--- config.mk ---
export PLATFORM = sky130hd
export DESIGN_NAME = demo_top
export DESIGN_NICKNAME = d
export VERILOG_FILES = /design/src/hdl/media_pkg.sv /design/src/hdl/mode_pkg.sv /design/src/hdl/demo_top.sv /design/src/hdl/output_select.sv /design/src/hdl/led_pattern.sv /design/src/hdl/mode_ctrl.sv /design/src/hdl/key_debounce.sv
export SDC_FILE = /design/constraint.sdc
export NUM_CORES = 1
export LEC_CHECK = 0
export ABC_AREA = 1
export CAP_MARGIN = 10
export CORE_AREA = 2 2 157 159
export DETAILED_ROUTE_END_ITERATION = 8
export DIE_AREA = 0 0 159 161
export DONT_BUFFER_PORTS = 1
export SYNTH_ARGS = -nofsm -noshare
export SYNTH_HDL_FRONTEND = slang
export SYNTH_SLANG_ARGS = --single-unit
export TNS_END_PERCENT = 50
--- constraint.sdc ---
create_clock -name clk -period 1.8 [get_ports clk]
set_input_delay 0.36 -clock clk [delete_from_list [all_inputs] [get_ports clk]]
set_output_delay 0.36 -clock clk [all_outputs]
set_load 0.1 [all_outputs]
--- src/hdl/media_pkg.sv ---
`default_nettype none

package media_pkg;

	localparam int BURST_LEN_W  = 10;
	localparam int BURST_ADDR_W = 24;
	localparam int BURST_DATA_W = 16;

	// six digit seven-segment display
	typedef struct packed {
		logic [5:0] sel;  // digit select
		logic [7:0] data; // segments incl. dp
	} seg_t;

	// 565 rgb video with syncs
	typedef struct packed {
		logic       hs;
		logic       vs;
		logic [4:0] r;
		logic [5:0] g;
		logic [4:0] b;
	} video_t;

	// request side of the sdram burst port
	typedef struct packed {
		logic                    rd_req;
		logic                    wr_req;
		logic [BURST_LEN_W-1:0]  rd_len;
		logic [BURST_LEN_W-1:0]  wr_len;
		logic [BURST_ADDR_W-1:0] rd_addr;
		logic [BURST_ADDR_W-1:0] wr_addr;
		logic [BURST_DATA_W-1:0] wr_data;
	} burst_req_t;

endpackage

`default_nettype wire

--- src/hdl/mode_pkg.sv ---
`default_nettype none

package mode_pkg;

	// board operating modes, stepped by the three keys
	typedef enum logic [1:0] {
		mode_idle     = 2'd0,
		mode_ledflash = 2'd1,
		mode_eeprom   = 2'd2,
		mode_sd       = 2'd3
	} mode_t;

	// one-cycle press strobes from the debouncers
	typedef struct packed {
		logic k2; // led-flash key
		logic k3; // eeprom key
		logic k4; // sd key
	} key_press_t;

endpackage

`default_nettype wire
--- src/hdl/demo_top.sv ---
`default_nettype none
`timescale 1ns/1ns

module demo_top
	import mode_pkg::*;
	import media_pkg::*;
#(
	parameter int DEBOUNCE_CYCLES  = 500000,
	parameter int BLINK_WIDTH      = 25,    // at least 3
	parameter int SDRAM_RST_CYCLES = 16
) (
	input  logic       clk,
	input  logic       rst_n,
	input  logic       key2,
	input  logic       key3,
	input  logic       key4,
	output logic [3:0] led,
	output logic       buzzer_en,
	output logic       cam_en,
	output logic       sd_en,
	output logic       sdram_rst_n,
	input  seg_t       rtc_seg,
	input  seg_t       eeprom_seg,
	input  seg_t       sd_seg,
	output seg_t       seg,
	input  video_t     bar_video,
	input  video_t     cam_video,
	input  video_t     sd_video,
	output video_t     video,
	input  burst_req_t cam_burst,
	input  burst_req_t sd_burst,
	output burst_req_t burst
);

	wire key_press_t keys;
	wire mode_t      mode;

	key_debounce #(.DEBOUNCE_CYCLES(DEBOUNCE_CYCLES)) i_deb_k2 (
		.clk   (clk),
		.rst_n (rst_n),
		.key   (key2),
		.press (keys.k2)
	);

	key_debounce #(.DEBOUNCE_CYCLES(DEBOUNCE_CYCLES)) i_deb_k3 (
		.clk   (clk),
		.rst_n (rst_n),
		.key   (key3),
		.press (keys.k3)
	);

	key_debounce #(.DEBOUNCE_CYCLES(DEBOUNCE_CYCLES)) i_deb_k4 (
		.clk   (clk),
		.rst_n (rst_n),
		.key   (key4),
		.press (keys.k4)
	);

	mode_ctrl #(.SDRAM_RST_CYCLES(SDRAM_RST_CYCLES)) i_mode_ctrl (
		.clk         (clk),
		.rst_n       (rst_n),
		.keys        (keys),
		.mode        (mode),
		.buzzer_en   (buzzer_en),
		.cam_en      (cam_en),
		.sd_en       (sd_en),
		.sdram_rst_n (sdram_rst_n)
	);

	led_pattern #(.BLINK_WIDTH(BLINK_WIDTH)) i_led_pattern (
		.clk   (clk),
		.rst_n (rst_n),
		.mode  (mode),
		.led   (led)
	);

	output_select i_output_select (
		.clk        (clk),
		.rst_n      (rst_n),
		.mode       (mode),
		.rtc_seg    (rtc_seg),
		.eeprom_seg (eeprom_seg),
		.sd_seg     (sd_seg),
		.seg        (seg),
		.bar_video  (bar_video),
		.cam_video  (cam_video),
		.sd_video   (sd_video),
		.video      (video),
		.cam_burst  (cam_burst),
		.sd_burst   (sd_burst),
		.burst      (burst)
	);

endmodule

`default_nettype wire

--- src/hdl/output_select.sv ---
`default_nettype none
`timescale 1ns/1ns

module output_select
	import mode_pkg::*;
	import media_pkg::*;
(
	input  logic       clk,
	input  logic       rst_n,
	input  mode_t      mode,
	input  seg_t       rtc_seg,
	input  seg_t       eeprom_seg,
	input  seg_t       sd_seg,
	output seg_t       seg,
	input  video_t     bar_video,
	input  video_t     cam_video,
	input  video_t     sd_video,
	output video_t     video,
	input  burst_req_t cam_burst,
	input  burst_req_t sd_burst,
	output burst_req_t burst
);

	always_ff @(posedge clk or negedge rst_n)
	begin
		if (!rst_n)
		begin
			seg   <= '0;
			video <= '0;
			burst <= '0;
		end
		else
		begin
			case (mode)
				mode_idle:
				begin
					seg   <= rtc_seg;
					video <= bar_video; // test pattern while idle
					burst <= cam_burst;
				end
				mode_ledflash:
				begin
					seg   <= rtc_seg;
					video <= cam_video;
					burst <= cam_burst;
				end
				mode_eeprom:
				begin
					seg   <= eeprom_seg;
					video <= cam_video;
					burst <= cam_burst;
				end
				mode_sd:
				begin
					// sd picture path owns display, video and sdram
					seg   <= sd_seg;
					video <= sd_video;
					burst <= sd_burst;
				end
			endcase
		end
	end

endmodule

`default_nettype wire

--- src/hdl/led_pattern.sv ---
`default_nettype none
`timescale 1ns/1ns

module led_pattern
	import mode_pkg::*;
#(
	parameter int BLINK_WIDTH = 25
) (
	input  logic       clk,
	input  logic       rst_n,
	input  mode_t      mode,
	output logic [3:0] led
);

	logic [BLINK_WIDTH-1:0] blink_cnt;
	logic                   b1; // slowest blink
	logic                   b3; // four times faster

	assign b1 = blink_cnt[BLINK_WIDTH-1];
	assign b3 = blink_cnt[BLINK_WIDTH-3];

	always_ff @(posedge clk or negedge rst_n)
	begin
		if (!rst_n)
			blink_cnt <= '0;
		else
			blink_cnt <= blink_cnt + 1'b1;
	end

	always_ff @(posedge clk or negedge rst_n)
	begin
		if (!rst_n)
			led <= 4'b0000;
		else
		begin
			case (mode)
				mode_ledflash: led <= 4'b0001 << blink_cnt[BLINK_WIDTH-1 -: 2]; // walking light
				mode_eeprom:   led <= {3'b000, b1};
				mode_sd:       led <= {2'b00, b1, b1};
				default:       led <= {4{b3}}; // idle, all together
			endcase
		end
	end

	a_walk_onehot: assert property (@(posedge clk) disable iff (!rst_n)
		mode == mode_ledflash |=> $onehot(led));

endmodule

`default_nettype wire

--- src/hdl/mode_ctrl.sv ---
`default_nettype none
`timescale 1ns/1ns

module mode_ctrl
	import mode_pkg::*;
#(
	parameter int SDRAM_RST_CYCLES = 16
) (
	input  logic       clk,
	input  logic       rst_n,
	input  key_press_t keys,
	output mode_t      mode,
	output logic       buzzer_en,
	output logic       cam_en,
	output logic       sd_en,
	output logic       sdram_rst_n
);

	localparam int RST_W = $clog2(SDRAM_RST_CYCLES + 1);
	localparam logic [RST_W-1:0] RST_LAST = RST_W'(SDRAM_RST_CYCLES - 1);

	mode_t            next_mode;
	logic [RST_W-1:0] rst_cnt_q;
	logic             sd_switch; // press that enters or leaves sd mode

	// k2 over k3 over k4, and the key of the current mode does nothing
	always_comb
	begin
		next_mode = mode;
		if (keys.k2 && mode != mode_ledflash)
			next_mode = mode_ledflash;
		else if (keys.k3 && mode != mode_eeprom)
			next_mode = mode_eeprom;
		else if (keys.k4 && mode != mode_sd)
			next_mode = mode_sd;
	end

	always_ff @(posedge clk or negedge rst_n)
	begin
		if (!rst_n)
			mode <= mode_idle;
		else
			mode <= next_mode;
	end

	// subsystem run enables, one cycle behind mode
	always_ff @(posedge clk or negedge rst_n)
	begin
		if (!rst_n)
		begin
			buzzer_en <= 1'b0;
			sd_en     <= 1'b0;
			cam_en    <= 1'b0;
		end
		else
		begin
			buzzer_en <= (mode == mode_ledflash);
			sd_en     <= (mode == mode_sd);
			cam_en    <= (mode != mode_sd); // camera and sd share the sdram
		end
	end

	assign sd_switch = (mode == mode_sd) ? (keys.k2 | keys.k3) : keys.k4;

	always_ff @(posedge clk or negedge rst_n)
	begin
		if (!rst_n)
			sdram_rst_n <= 1'b0;
		else if (sd_switch)
			sdram_rst_n <= 1'b0;
		else if (rst_cnt_q == RST_LAST || mode == mode_idle)
			sdram_rst_n <= 1'b1;
	end

	always_ff @(posedge clk or negedge rst_n)
	begin
		if (!rst_n)
			rst_cnt_q <= '0;
		else if (sdram_rst_n)
			rst_cnt_q <= '0;
		else
			rst_cnt_q <= rst_cnt_q + 1'b1; // length of the low pulse
	end

	a_sd_cam_excl: assert property (@(posedge clk) disable iff (!rst_n) !(sd_en && cam_en));

endmodule

`default_nettype wire

--- src/hdl/key_debounce.sv ---
`default_nettype none
`timescale 1ns/1ns

module key_debounce #(
	parameter int DEBOUNCE_CYCLES = 500000
) (
	input  logic clk,
	input  logic rst_n,
	input  logic key,   // active low, asynchronous
	output logic press
);

	localparam int CNT_W = $clog2(DEBOUNCE_CYCLES + 1);
	localparam logic [CNT_W-1:0] CNT_LAST = CNT_W'(DEBOUNCE_CYCLES - 1);

	logic [1:0]       sync_q;  // [1] is the synchronized key
	logic             level_q; // debounced level, high = released
	logic [CNT_W-1:0] cnt_q;
	logic             settle;

	// new level has held long enough
	assign settle = (sync_q[1] != level_q) && (cnt_q == CNT_LAST);

	always_ff @(posedge clk or negedge rst_n)
	begin
		if (!rst_n)
			sync_q <= 2'b11;
		else
			sync_q <= {sync_q[0], key};
	end

	always_ff @(posedge clk or negedge rst_n)
	begin
		if (!rst_n)
		begin
			cnt_q   <= '0;
			level_q <= 1'b1;
		end
		else if (sync_q[1] == level_q)
			cnt_q <= '0; // bounce back, start over
		else if (settle)
		begin
			cnt_q   <= '0;
			level_q <= sync_q[1];
		end
		else
			cnt_q <= cnt_q + 1'b1;
	end

	// strobe on the falling debounced level only
	always_ff @(posedge clk or negedge rst_n)
	begin
		if (!rst_n)
			press <= 1'b0;
		else
			press <= settle && !sync_q[1];
	end

	a_press_single: assert property (@(posedge clk) disable iff (!rst_n) press |=> !press);

endmodule

`default_nettype wire

==> results.sh, run 1 <==
export IMPL_vias=9500
export IMPL_run_status="finished, violations left"
export IMPL_antenna_found_initial=0
export IMPL_total_power_mw=12.91
export IMPL_grt_pass1_vias=9789
export IMPL_powerDensity_nw_per_um2=878.7
export IMPL_path_delay_family="flip-flops"
export IMPL_setup_viol=0
export IMPL_routed_wl_um=32190
export IMPL_insertedDiodeCount=0
export IMPL_ys_ff_latch=227
export IMPL_critPathRequiredTime_ps=1440
export IMPL_finalSetupTns_ps=0
export IMPL_die_w_um=159
export IMPL_cp_end_kind="output pin"
export IMPL_post_cts_buffers=0
export IMPL_drtIter0Drc=674
export IMPL_tightest_slew_ps=622.9
export IMPL_io_pins=399
export IMPL_leakage_nw=6.973
export IMPL_numPortBuffers=0
export IMPL_synth_area_sq_um=9986
export IMPL_hold_viol=221
export IMPL_fin_crit_sh=0.8923
export IMPL_die_area_sq_um=25600
export IMPL_netlist_instances=1197
export IMPL_hold_buffers=237
export IMPL_synth_top_area_share=0.5463
export IMPL_path_buf_inv=1
export IMPL_r2r_slack_ps=200
export IMPL_gr_usage_all_layers=0.2478
export IMPL_r2r_start="i_mode_ctrl.mode[0]"
export IMPL_drv_cap=0
export IMPL_arrival_ps=1250
export IMPL_cts_repair_resized=0
export IMPL_dp_hpwl_um=19680
export IMPL_synth_fp_nets=1480
export IMPL_grt_pass1_wl_um=50930
export IMPL_cts_root_buf="clkbuf_16"
export IMPL_firstDrtPassIters=5
export IMPL_relSlewSlack=0.5847
export IMPL_final_nets=1856
export IMPL_synth_cell_type_count=29
export IMPL_grt_max_degree=228
export IMPL_violations="hold timing"
export IMPL_cp_max_fo=1
export IMPL_synth_area_leader_cell="dfrtp_1"
export IMPL_ant_nets=0
export IMPL_path_cells="buf_4"
export IMPL_vdd_drop_max_mv=0.5862
export IMPL_drive_gt1_frac=0.1368
export IMPL_overflow=0
export IMPL_cpPeakStageDelay_ps=400
export IMPL_fmax_mhz=622.6
export IMPL_die_y_um=161
export IMPL_h_tree_depth=1
export IMPL_viasPerCell=4.956
export IMPL_yosysSeqAreaShare=0.5700
export IMPL_clk_pin_slew_ps=60
export IMPL_drc=0
export IMPL_slew_viol_final=0
export IMPL_r2r_cells=7
export IMPL_fin_skew_ps=20.14
export IMPL_cts_tree="done"
export IMPL_std_cell_rows=57
export IMPL_clockBufferDepth=3
export IMPL_whs_ps=-457.6
export IMPL_worstReg2RegEnd="i_mode_ctrl.mode[1]"
export IMPL_crit_slowest_cell="dfrtp_1"
export IMPL_cp_start_kind="flop"
export IMPL_core_sq_um=23960
export IMPL_clock_sinks=227
export IMPL_gp_congestion=0.8942
export IMPL_clock_latency_ps=530
export IMPL_syn_area_per_cell_sq_um=8.342
export IMPL_synth_warnings=0
export IMPL_start_util=0.4167
export IMPL_rsz0062_at_grt="no"
export IMPL_hold_class="input pin to asynchronous set/reset pin"
export IMPL_post_drt_wl_per_cell_um=16.79
export IMPL_synth_area_leaders="dfrtp_1 55%, nand2_1 18%, nor2_1 6.4%"
export IMPL_path_class="flop to output pin"
export IMPL_synthToLayoutAreaGrowth_pct=47.10
export IMPL_cts_buffers=26
export IMPL_finalCriticalPeriod_ps=1606
==> logic make-up (layout without fill, tap and decap cells) <==
group,Yosys count,after routing,synth area share
AOI/OAI and AO/OA,78,78,0.04410
xor gates and xnor gates,42,42,0.03684
adders and majority gates,10,10,0.01253
buffers and inverters,113,509,0.04448
DFF,227,227,0.5700
and+or+nand+nor,727,727,0.2921
==> power breakdown <==
part	total (mW)	internal (mW)	switching, mW	leakage, nW
combinational	1.94	0.596	1.35	3.69
sequential	5.34	5.27	0.0700	2.83
clock	5.63	3.53	2.10	0.450
total	12.9	9.39	3.52	6.97
==> how the worst max path moves through the flow <==
stage	cells after the start	slack [ps]	from	endpoint
6_report	1	190	i_output_select.burst[26]	burst[26]
5_1_grt	6	20	i_led_pattern.blink_cnt[0]	i_led_pattern.blink_cnt[20]
4_1_cts	1	160	i_output_select.video[7]	video[7]
3_5_place_dp	6	210	i_led_pattern.blink_cnt[0]	i_led_pattern.blink_cnt[20]
3_3_place_gp	7	260	i_mode_ctrl.mode[0]	i_mode_ctrl.mode[1]
2_1_floorplan	7	370	i_mode_ctrl.mode[0]	i_output_select.seg[0]
==> layout make-up <==
cell class	instances	area (sq um)
well taps	324	405.4
clock inverters	13	182.7
repair buffers	381	3491
fillers	1913	9274
flip-flops and latches	227	5692
clock buffers	35	755.7
inverters	80	300.3
multi-input cells	857	3862
==> routing by layer <==
| metal | up-vias | track usage | wire length (um) |
|---|---|---|---|
| met5 | - | 0 | 0 |
| met2 | 496 | 0.4184 | 15220 |
| li1 | 4465 | - | - |
| met1 | 4430 | 0.2968 | 12680 |
| met4 | 0 | 0.1227 | 1704 |
| met3 | 109 | 0.06317 | 2593 |
==> flip-flops by register name (all words and copies together), names as in the netlist <==
register	cells
i_output_select.burst	86
i_mode_ctrl.buzzer_en	1
i_mode_ctrl.sdram_rst_n	1
i_deb_k2.level_q	1
i_deb_k3.sync_q	2
i_led_pattern.led	4
i_led_pattern.blink_cnt	25
i_output_select.seg	14
i_deb_k4.cnt_q	19
i_mode_ctrl.cam_en	1
i_mode_ctrl.mode	2
i_output_select.video	18
i_deb_k2.cnt_q	19
i_deb_k3.press	1
i_deb_k4.level_q	1
i_mode_ctrl.rst_cnt_q	5
i_deb_k3.cnt_q	19
i_deb_k2.press	1
i_deb_k4.press	1
i_mode_ctrl.sd_en	1
i_deb_k2.sync_q	2
i_deb_k3.level_q	1
i_deb_k4.sync_q	2
==> metrics by stage <==
step | worst slack, ps | instance area (sq um) | utilization | cells | hold slack (ps)
floorplan | 369.1 | 9986 | - | 1197 | 64.41
global placement | 261.0 | 11380 | 0.4748 | 1632 | 69.33
detailed placement | 210.7 | 11380 | 0.4748 | 1632 | 68.99
CTS | 164.8 | 14690 | 0.6130 | 1917 | -498.9
global route | 23.24 | 14690 | 0.6130 | 1917 | -494.6
finish | 193.8 | 14690 | 0.6130 | 1917 | -457.6
==> synth_stat cells <==
cell,instances
nor2_1,169
xor2_1,30
nand3_1,49
nand3b_1,1
nor4_1,1
clkbuf_1,15
nand2_2,2
nand3_2,3
nor2_2,7
and2_1,1
nor2_4,3
o221ai_1,2
a22oi_1,14
inv_2,2
buf_2,16
o21ai_0,13
nand4_1,4
inv_1,78
o22ai_1,2
nor3_1,15
buf_1,2
o311a_1,1
xnor2_1,12
a21oi_1,46
ha_1,10
dfstp_2,9
nor3_4,2
dfrtp_1,218
nand2_1,470
==> cell usage in the layout, fill, tap and decap left out, types with 9 or more instances in the layout <==
cell type      count
nand2_1          470
a22oi_1           14
o21ai_0           13
nor2_1           169
a21oi_1           46
dlygate4sd3_1    237
clkbuf_16         27
dfrtp_1          218
buf_4            141
xor2_1            30
inv_1             78
dfstp_2            9
nand3_1           49
nor3_1            15
xnor2_1           12
ha_1               9
Note: power is estimated with default switching activity, not from simulation.
==> inputs of run 2 (changes only) <==
--- a/config.mk
+++ b/config.mk
@@ -6,11 +6,13 @@
 export NUM_CORES = 1
 export LEC_CHECK = 0
 export ABC_AREA = 1
+export BUFFER_PORTS_ARGS = -buffer_cell sky130_fd_sc_hd__buf_4
 export CAP_MARGIN = 10
 export CORE_AREA = 2 2 157 159
 export DETAILED_ROUTE_END_ITERATION = 8
 export DIE_AREA = 0 0 159 161
-export DONT_BUFFER_PORTS = 1
+export PLACE_DENSITY = 0.71
+export SKIP_LAST_GASP = 1
 export SYNTH_ARGS = -nofsm -noshare
 export SYNTH_HDL_FRONTEND = slang
 export SYNTH_SLANG_ARGS = --single-unit
==> results.sh, run 2 (same netlist as run 1, synthesis figures left out) <==
export IMPL_setup_viol=0
export IMPL_reg_largest_list="i_output_select.burst: 86 flops, i_led_pattern.blink_cnt: 25 flops"
export IMPL_vias=9298
export IMPL_fmax_mhz=588.0
export IMPL_drc=0
export IMPL_grt_max_degree=57
export IMPL_grt_pass1_vias=9229
export IMPL_r2r_start="i_deb_k2.sync_q[1]"
export IMPL_numPortBuffers=398
export IMPL_worstReg2RegEnd="i_deb_k2.cnt_q[11]"
export IMPL_cts_buffers=25
export IMPL_overflow=0
export IMPL_cts_tree="done"
export IMPL_r2r_slack_ps=240
export IMPL_dr_wl_met2_um=14830
export IMPL_slew_viol_final=0
export IMPL_die_area_sq_um=25600
export IMPL_wl_met3_um=2559
export IMPL_vdd_drop_max_mv=0.5403
export IMPL_critPathRequiredTime_ps=1440
export IMPL_relSlewSlack=0.6929
export IMPL_powerDensity_nw_per_um2=898.7
export IMPL_gr_usage_all_layers=0.2302
export IMPL_crit_end="sdram_rst_n"
export IMPL_routed_wl_um=29960
export IMPL_path_buf_inv=1
export IMPL_final_nets=1901
export IMPL_path_cells="buf_4"
export IMPL_hold_buffers=5
export IMPL_cp_max_fo=6
export IMPL_path_delay_family="flip-flops"
export IMPL_crit_start="i_mode_ctrl.sdram_rst_n"
export IMPL_finalCriticalPeriod_ps=1701
export IMPL_min_from="cam_burst[82]"
export IMPL_clock_sinks=227
export IMPL_io_pins=399
export IMPL_tightest_slew_ps=460.0
export IMPL_place_inst=1910
export IMPL_clock_latency_ps=530
export IMPL_finalSetupTns_ps=0
export IMPL_met1_length_um=11740
export IMPL_fin_skew_ps=25.43
export IMPL_die_y_um=161
export IMPL_drtIter0Drc=576
export IMPL_final_util=0.6045
export IMPL_r2r_cells=7
export IMPL_insertedDiodeCount=0
export IMPL_path_class="flop to output pin"
export IMPL_start_util=0.4167
export IMPL_viasPerCell=4.746
export IMPL_fin_crit_sh=0.9448
export IMPL_post_cts_buffers=0
export IMPL_firstDrtPassIters=5
export IMPL_h_tree_depth=1
export IMPL_hold_viol=0
export IMPL_cts_root_buf="clkbuf_16"
export IMPL_post_drt_wl_per_cell_um=15.29
export IMPL_top_register="i_output_select.burst"
export IMPL_cp_end_kind="output pin"
export IMPL_cp_start_kind="flop"
export IMPL_core_sq_um=23960
export IMPL_gp_congestion=0.9379
export IMPL_hold_class="input pin to flop"
export IMPL_drv_cap=0
export IMPL_dp_hpwl_um=23470
export IMPL_leakage_nw=7.355
export IMPL_clk_pin_slew_ps=60
export IMPL_run_status="finished clean"
export IMPL_cp_depth=1
export IMPL_antenna_found_initial=0
export IMPL_drive_gt1_frac=0.3003
export IMPL_whs_ps=21.21
export IMPL_largest_reg_flops=86
export IMPL_layout_common_cells="470 x nand2_1, 414 x buf_4, 218 x dfrtp_1"
export IMPL_dr_max_layer_used="met4"
export IMPL_ant_nets=0
export IMPL_rsz0062_at_grt="no"
export IMPL_std_cell_rows=57
export IMPL_final_common_cell="nand2_1"
export IMPL_crit_slowest_cell="dfrtp_1"
export IMPL_clockBufferDepth=3
export IMPL_layout_cells_non_filler=1959
export IMPL_die_w_um=159
export IMPL_arrival_ps=1340
export IMPL_cts_repair_resized=0
export IMPL_grt_pass1_wl_um=47440
export IMPL_cpPeakStageDelay_ps=480
export IMPL_synthToLayoutAreaGrowth_pct=45.07
-- run 2: changes by cell type in the layout (fill, tap and decap cells not counted) --
cell,change
clkbuf_16,-2
buf_12,+4
dlygate4sd3_1,-232
bufinv_16,+2
buf_8,+1
buf_4,+273
clkbuf_1,+1
clkinv_4,-1
clkinvlp_4,-4
-- run 2: per-layer routing --
metal | vias up | global-route usage
met2 | 367 | 0.4069
met5 | - | 0
met4 | 0 | 0.07727
met1 | 4321 | 0.2702
met3 | 52 | 0.06600
li1 | 4558 | -
-- run 2: power breakdown --
part           internal, mW  leakage [nW]  switching [mW]
logic                 0.643          4.07            1.42
clock network          3.60         0.450            2.02
registers              5.27          2.83          0.0631
-- run 2: through the flow --
| stage | instance area [sq um] | power (mW) | setup WS (ps) |
|---|---|---|---|
| floorplan | 9986 | 6.573 | 369.1 |
| global placement | 13520 | 7.476 | 292.4 |
| detailed placement | 13520 | 7.490 | 230.9 |
| CTS | 14490 | 13.21 | 39.73 |
| global route | 14490 | 13.51 | 19.33 |
| finish | 14490 | 13.02 | 99.41 |
-- run 2: worst min-delay path by stage --
| stage | to | slack (ps) | cells past startpoint |
|---|---|---|---|
| after floorplan | i_deb_k2.cnt_q[0] | 60 | 0 |
| after global placement | i_output_select.seg[3] | 260 | 1 |
| after detailed placement | i_output_select.seg[3] | 260 | 1 |
| after CTS | i_output_select.burst[14] | 0.2 | 3 |
| after global routing | i_output_select.burst[18] | 7 | 3 |
| final | i_output_select.burst[82] | 20 | 3 |
-- run 2: cell type report --
type / count / area (sq um)
Tap cell: 324 / 405.4
Inverter: 80 / 300.3
Clock buffer: 34 / 709.4
Fill cell: 2086 / 9477
Sequential cell: 227 / 5692
Timing Repair Buffer: 427 / 3313
Multi-Input combinational cell: 857 / 3862
Clock inverter: 10 / 203.9
==> inputs of run 3 (changes only) <==
--- a/config.mk
+++ b/config.mk
@@ -8,10 +8,12 @@
 export ABC_AREA = 1
 export BUFFER_PORTS_ARGS = -buffer_cell sky130_fd_sc_hd__buf_4
 export CAP_MARGIN = 10
-export CORE_AREA = 2 2 157 159
+export CELL_PAD_IN_SITES_DETAIL_PLACEMENT = 0
+export CELL_PAD_IN_SITES_GLOBAL_PLACEMENT = 2
+export CORE_MARGIN = 1.5
+export CORE_UTILIZATION = 27
 export DETAILED_ROUTE_END_ITERATION = 8
-export DIE_AREA = 0 0 159 161
-export PLACE_DENSITY = 0.71
+export PLACE_DENSITY_LB_ADDON = 0.1
 export SKIP_LAST_GASP = 1
 export SYNTH_ARGS = -nofsm -noshare
 export SYNTH_HDL_FRONTEND = slang
==> results.sh, run 3 (same netlist as run 1, synthesis figures left out) <==
export IMPL_run_status="finished clean"
export IMPL_antenna_found_initial=3
export IMPL_gp_congestion=0.8804
export IMPL_arrival_ps=2180
export IMPL_dr_max_layer_used="met4"
export IMPL_grt_pass1_wl_um=56410
export IMPL_total_power_mw=13.21
export IMPL_cpPeakStageDelay_ps=540
export IMPL_top_register="i_output_select.burst"
export IMPL_finalCriticalPeriod_ps=1701
export IMPL_fmax_mhz=587.8
export IMPL_hold_class="input pin to flop"
export IMPL_viasPerCell=4.292
export IMPL_cts_root_buf="clkbuf_16"
export IMPL_met1_length_um=14870
export IMPL_tightest_slew_ps=432.3
export IMPL_ant_nets=0
export IMPL_path_class="flop to flop"
export IMPL_core_sq_um=36520
export IMPL_die_area_sq_um=38150
export IMPL_slew_viol_final=0
export IMPL_h_tree_depth=1
export IMPL_cp_max_fo=13
export IMPL_grt_pass1_vias=10010
export IMPL_layout_common_cells="470 x nand2_1, 420 x buf_4, 218 x dfrtp_1"
export IMPL_dr_wl_met2_um=17960
export IMPL_final_common_cell="nand2_1"
export IMPL_cp_start_kind="flop"
export IMPL_largest_reg_flops=86
export IMPL_powerDensity_nw_per_um2=844.5
export IMPL_reg_largest_list="i_output_select.burst: 86 flops, i_led_pattern.blink_cnt: 25 flops"
export IMPL_fin_skew_ps=11.61
export IMPL_relSlewSlack=0.7118
export IMPL_vdd_drop_max_mv=0.8091
export IMPL_die_y_um=195.3
export IMPL_fin_crit_sh=0.9452
export IMPL_final_nets=1996
export IMPL_drive_gt1_frac=0.2918
export IMPL_post_drt_wl_per_cell_um=16.39
export IMPL_cp_common_cell="nand2_1"
export IMPL_routed_wl_um=36130
export IMPL_cp_end_kind="flop"
export IMPL_leakage_nw=7.789
export IMPL_rsz0062_at_grt="no"
export IMPL_vias=9460
export IMPL_io_pins=399
export IMPL_start_util=0.2734
export IMPL_stdcell_area_sq_um=15640
export IMPL_placed_area_sq_um=13810
export IMPL_clk_pin_slew_ps=60
export IMPL_grt_max_degree=50
export IMPL_die_w_um=195.3
export IMPL_clock_sinks=227
export IMPL_dp_hpwl_um=27480
export IMPL_critPathRequiredTime_ps=2280
export IMPL_min_path_cells=3
export IMPL_cts_tree="done"
export IMPL_overflow=0
export IMPL_finalSetupTns_ps=0
export IMPL_clock_latency_ps=540
export IMPL_std_cell_rows=70
export IMPL_firstDrtPassIters=4
export IMPL_r2r_cells=6
export IMPL_drv_cap=0
export IMPL_post_cts_buffers=0
export IMPL_clockBufferDepth=3
export IMPL_hold_viol=0
export IMPL_drc=0
export IMPL_drtIter0Drc=383
export IMPL_path_cells="ha_4, inv_4, buf_12, nand2_1, nand2_1, dlygate4sd3_1"
export IMPL_crit_slowest_cell="dlygate4sd3_1"
export IMPL_gr_usage_all_layers=0.1887
export IMPL_numPortBuffers=398
export IMPL_synthToLayoutAreaGrowth_pct=56.65
export IMPL_cts_buffers=29
export IMPL_wl_met3_um=2536
export IMPL_setup_viol=0
[run 3: worst paths after layout]
| kind | from | endpoint | slack (ps) |
|---|---|---|---|
| max in group asynchronous | rst_n | i_output_select.burst[76] | 850 |
| hold / removal | sd_burst[38] | i_output_select.burst[38] | 20 |
| setup reg to reg | i_mode_ctrl.mode[0] | i_output_select.burst[6] | 100 |
| hold reg to reg | i_deb_k4.sync_q[0] | i_deb_k4.sync_q[1] | 360 |
| min in group asynchronous | rst_n | i_output_select.seg[2] | 340 |
| setup / recovery | i_mode_ctrl.mode[0] | i_output_select.burst[6] | 100 |
[run 3: through the flow]
stage / util / cells / worst slack, ps / hold WS, ps
after detailed placement: 0.3781 / 2063 / 216.9 / 320.8
after global routing: 0.4283 / 2204 / 6.728 / 5.439
final: 0.4283 / 2204 / 98.70 / 23.52
after global placement: 0.3781 / 2063 / 240.2 / 321.7
after CTS: 0.4267 / 2200 / 60.51 / 0.02809
after floorplan: - / 1197 / 369.1 / 64.41
[run 3: worst max-delay path: cells and delay by family, from the launching register on]
kind	cells	cell delay, ps
simple gates	2	120
flops	1	420
buf+inv	3	850
fa+ha+maj	1	220
[run 3: cell type report]
class                           instances  area (sq um)
Timing Repair Buffer                  518          4269
Sequential cell                       227          5692
Antenna cell                            2         5.005
Multi-Input combinational cell        857          3862
Fill cell                            3633         20880
Tap cell                              468         585.6
Inverter                               80         302.8
Clock inverter                          7         60.06
Clock buffer                           45         865.8
[run 3: power by group]
| group | total (mW) | switching [mW] | internal [mW] |
|---|---|---|---|
| Clock | 5.65 | 2.24 | 3.41 |
| Combinational | 2.24 | 1.47 | 0.772 |
| Sequential | 5.32 | 0.0541 | 5.27 |
[run 3: timing repair]
action | CTS | global route
hold endpoints to repair | 100 | 0
resized for setup | 0 | 2
setup endpoints to repair | 0 | 3
hold buffers | 85 | 0
[run 3: layer usage]
metal	track usage	vias up
met3	0.05112	50
met2	0.3398	289
met4	0.04479	0
met1	0.2221	4365
met5	0	-
li1	-	4756
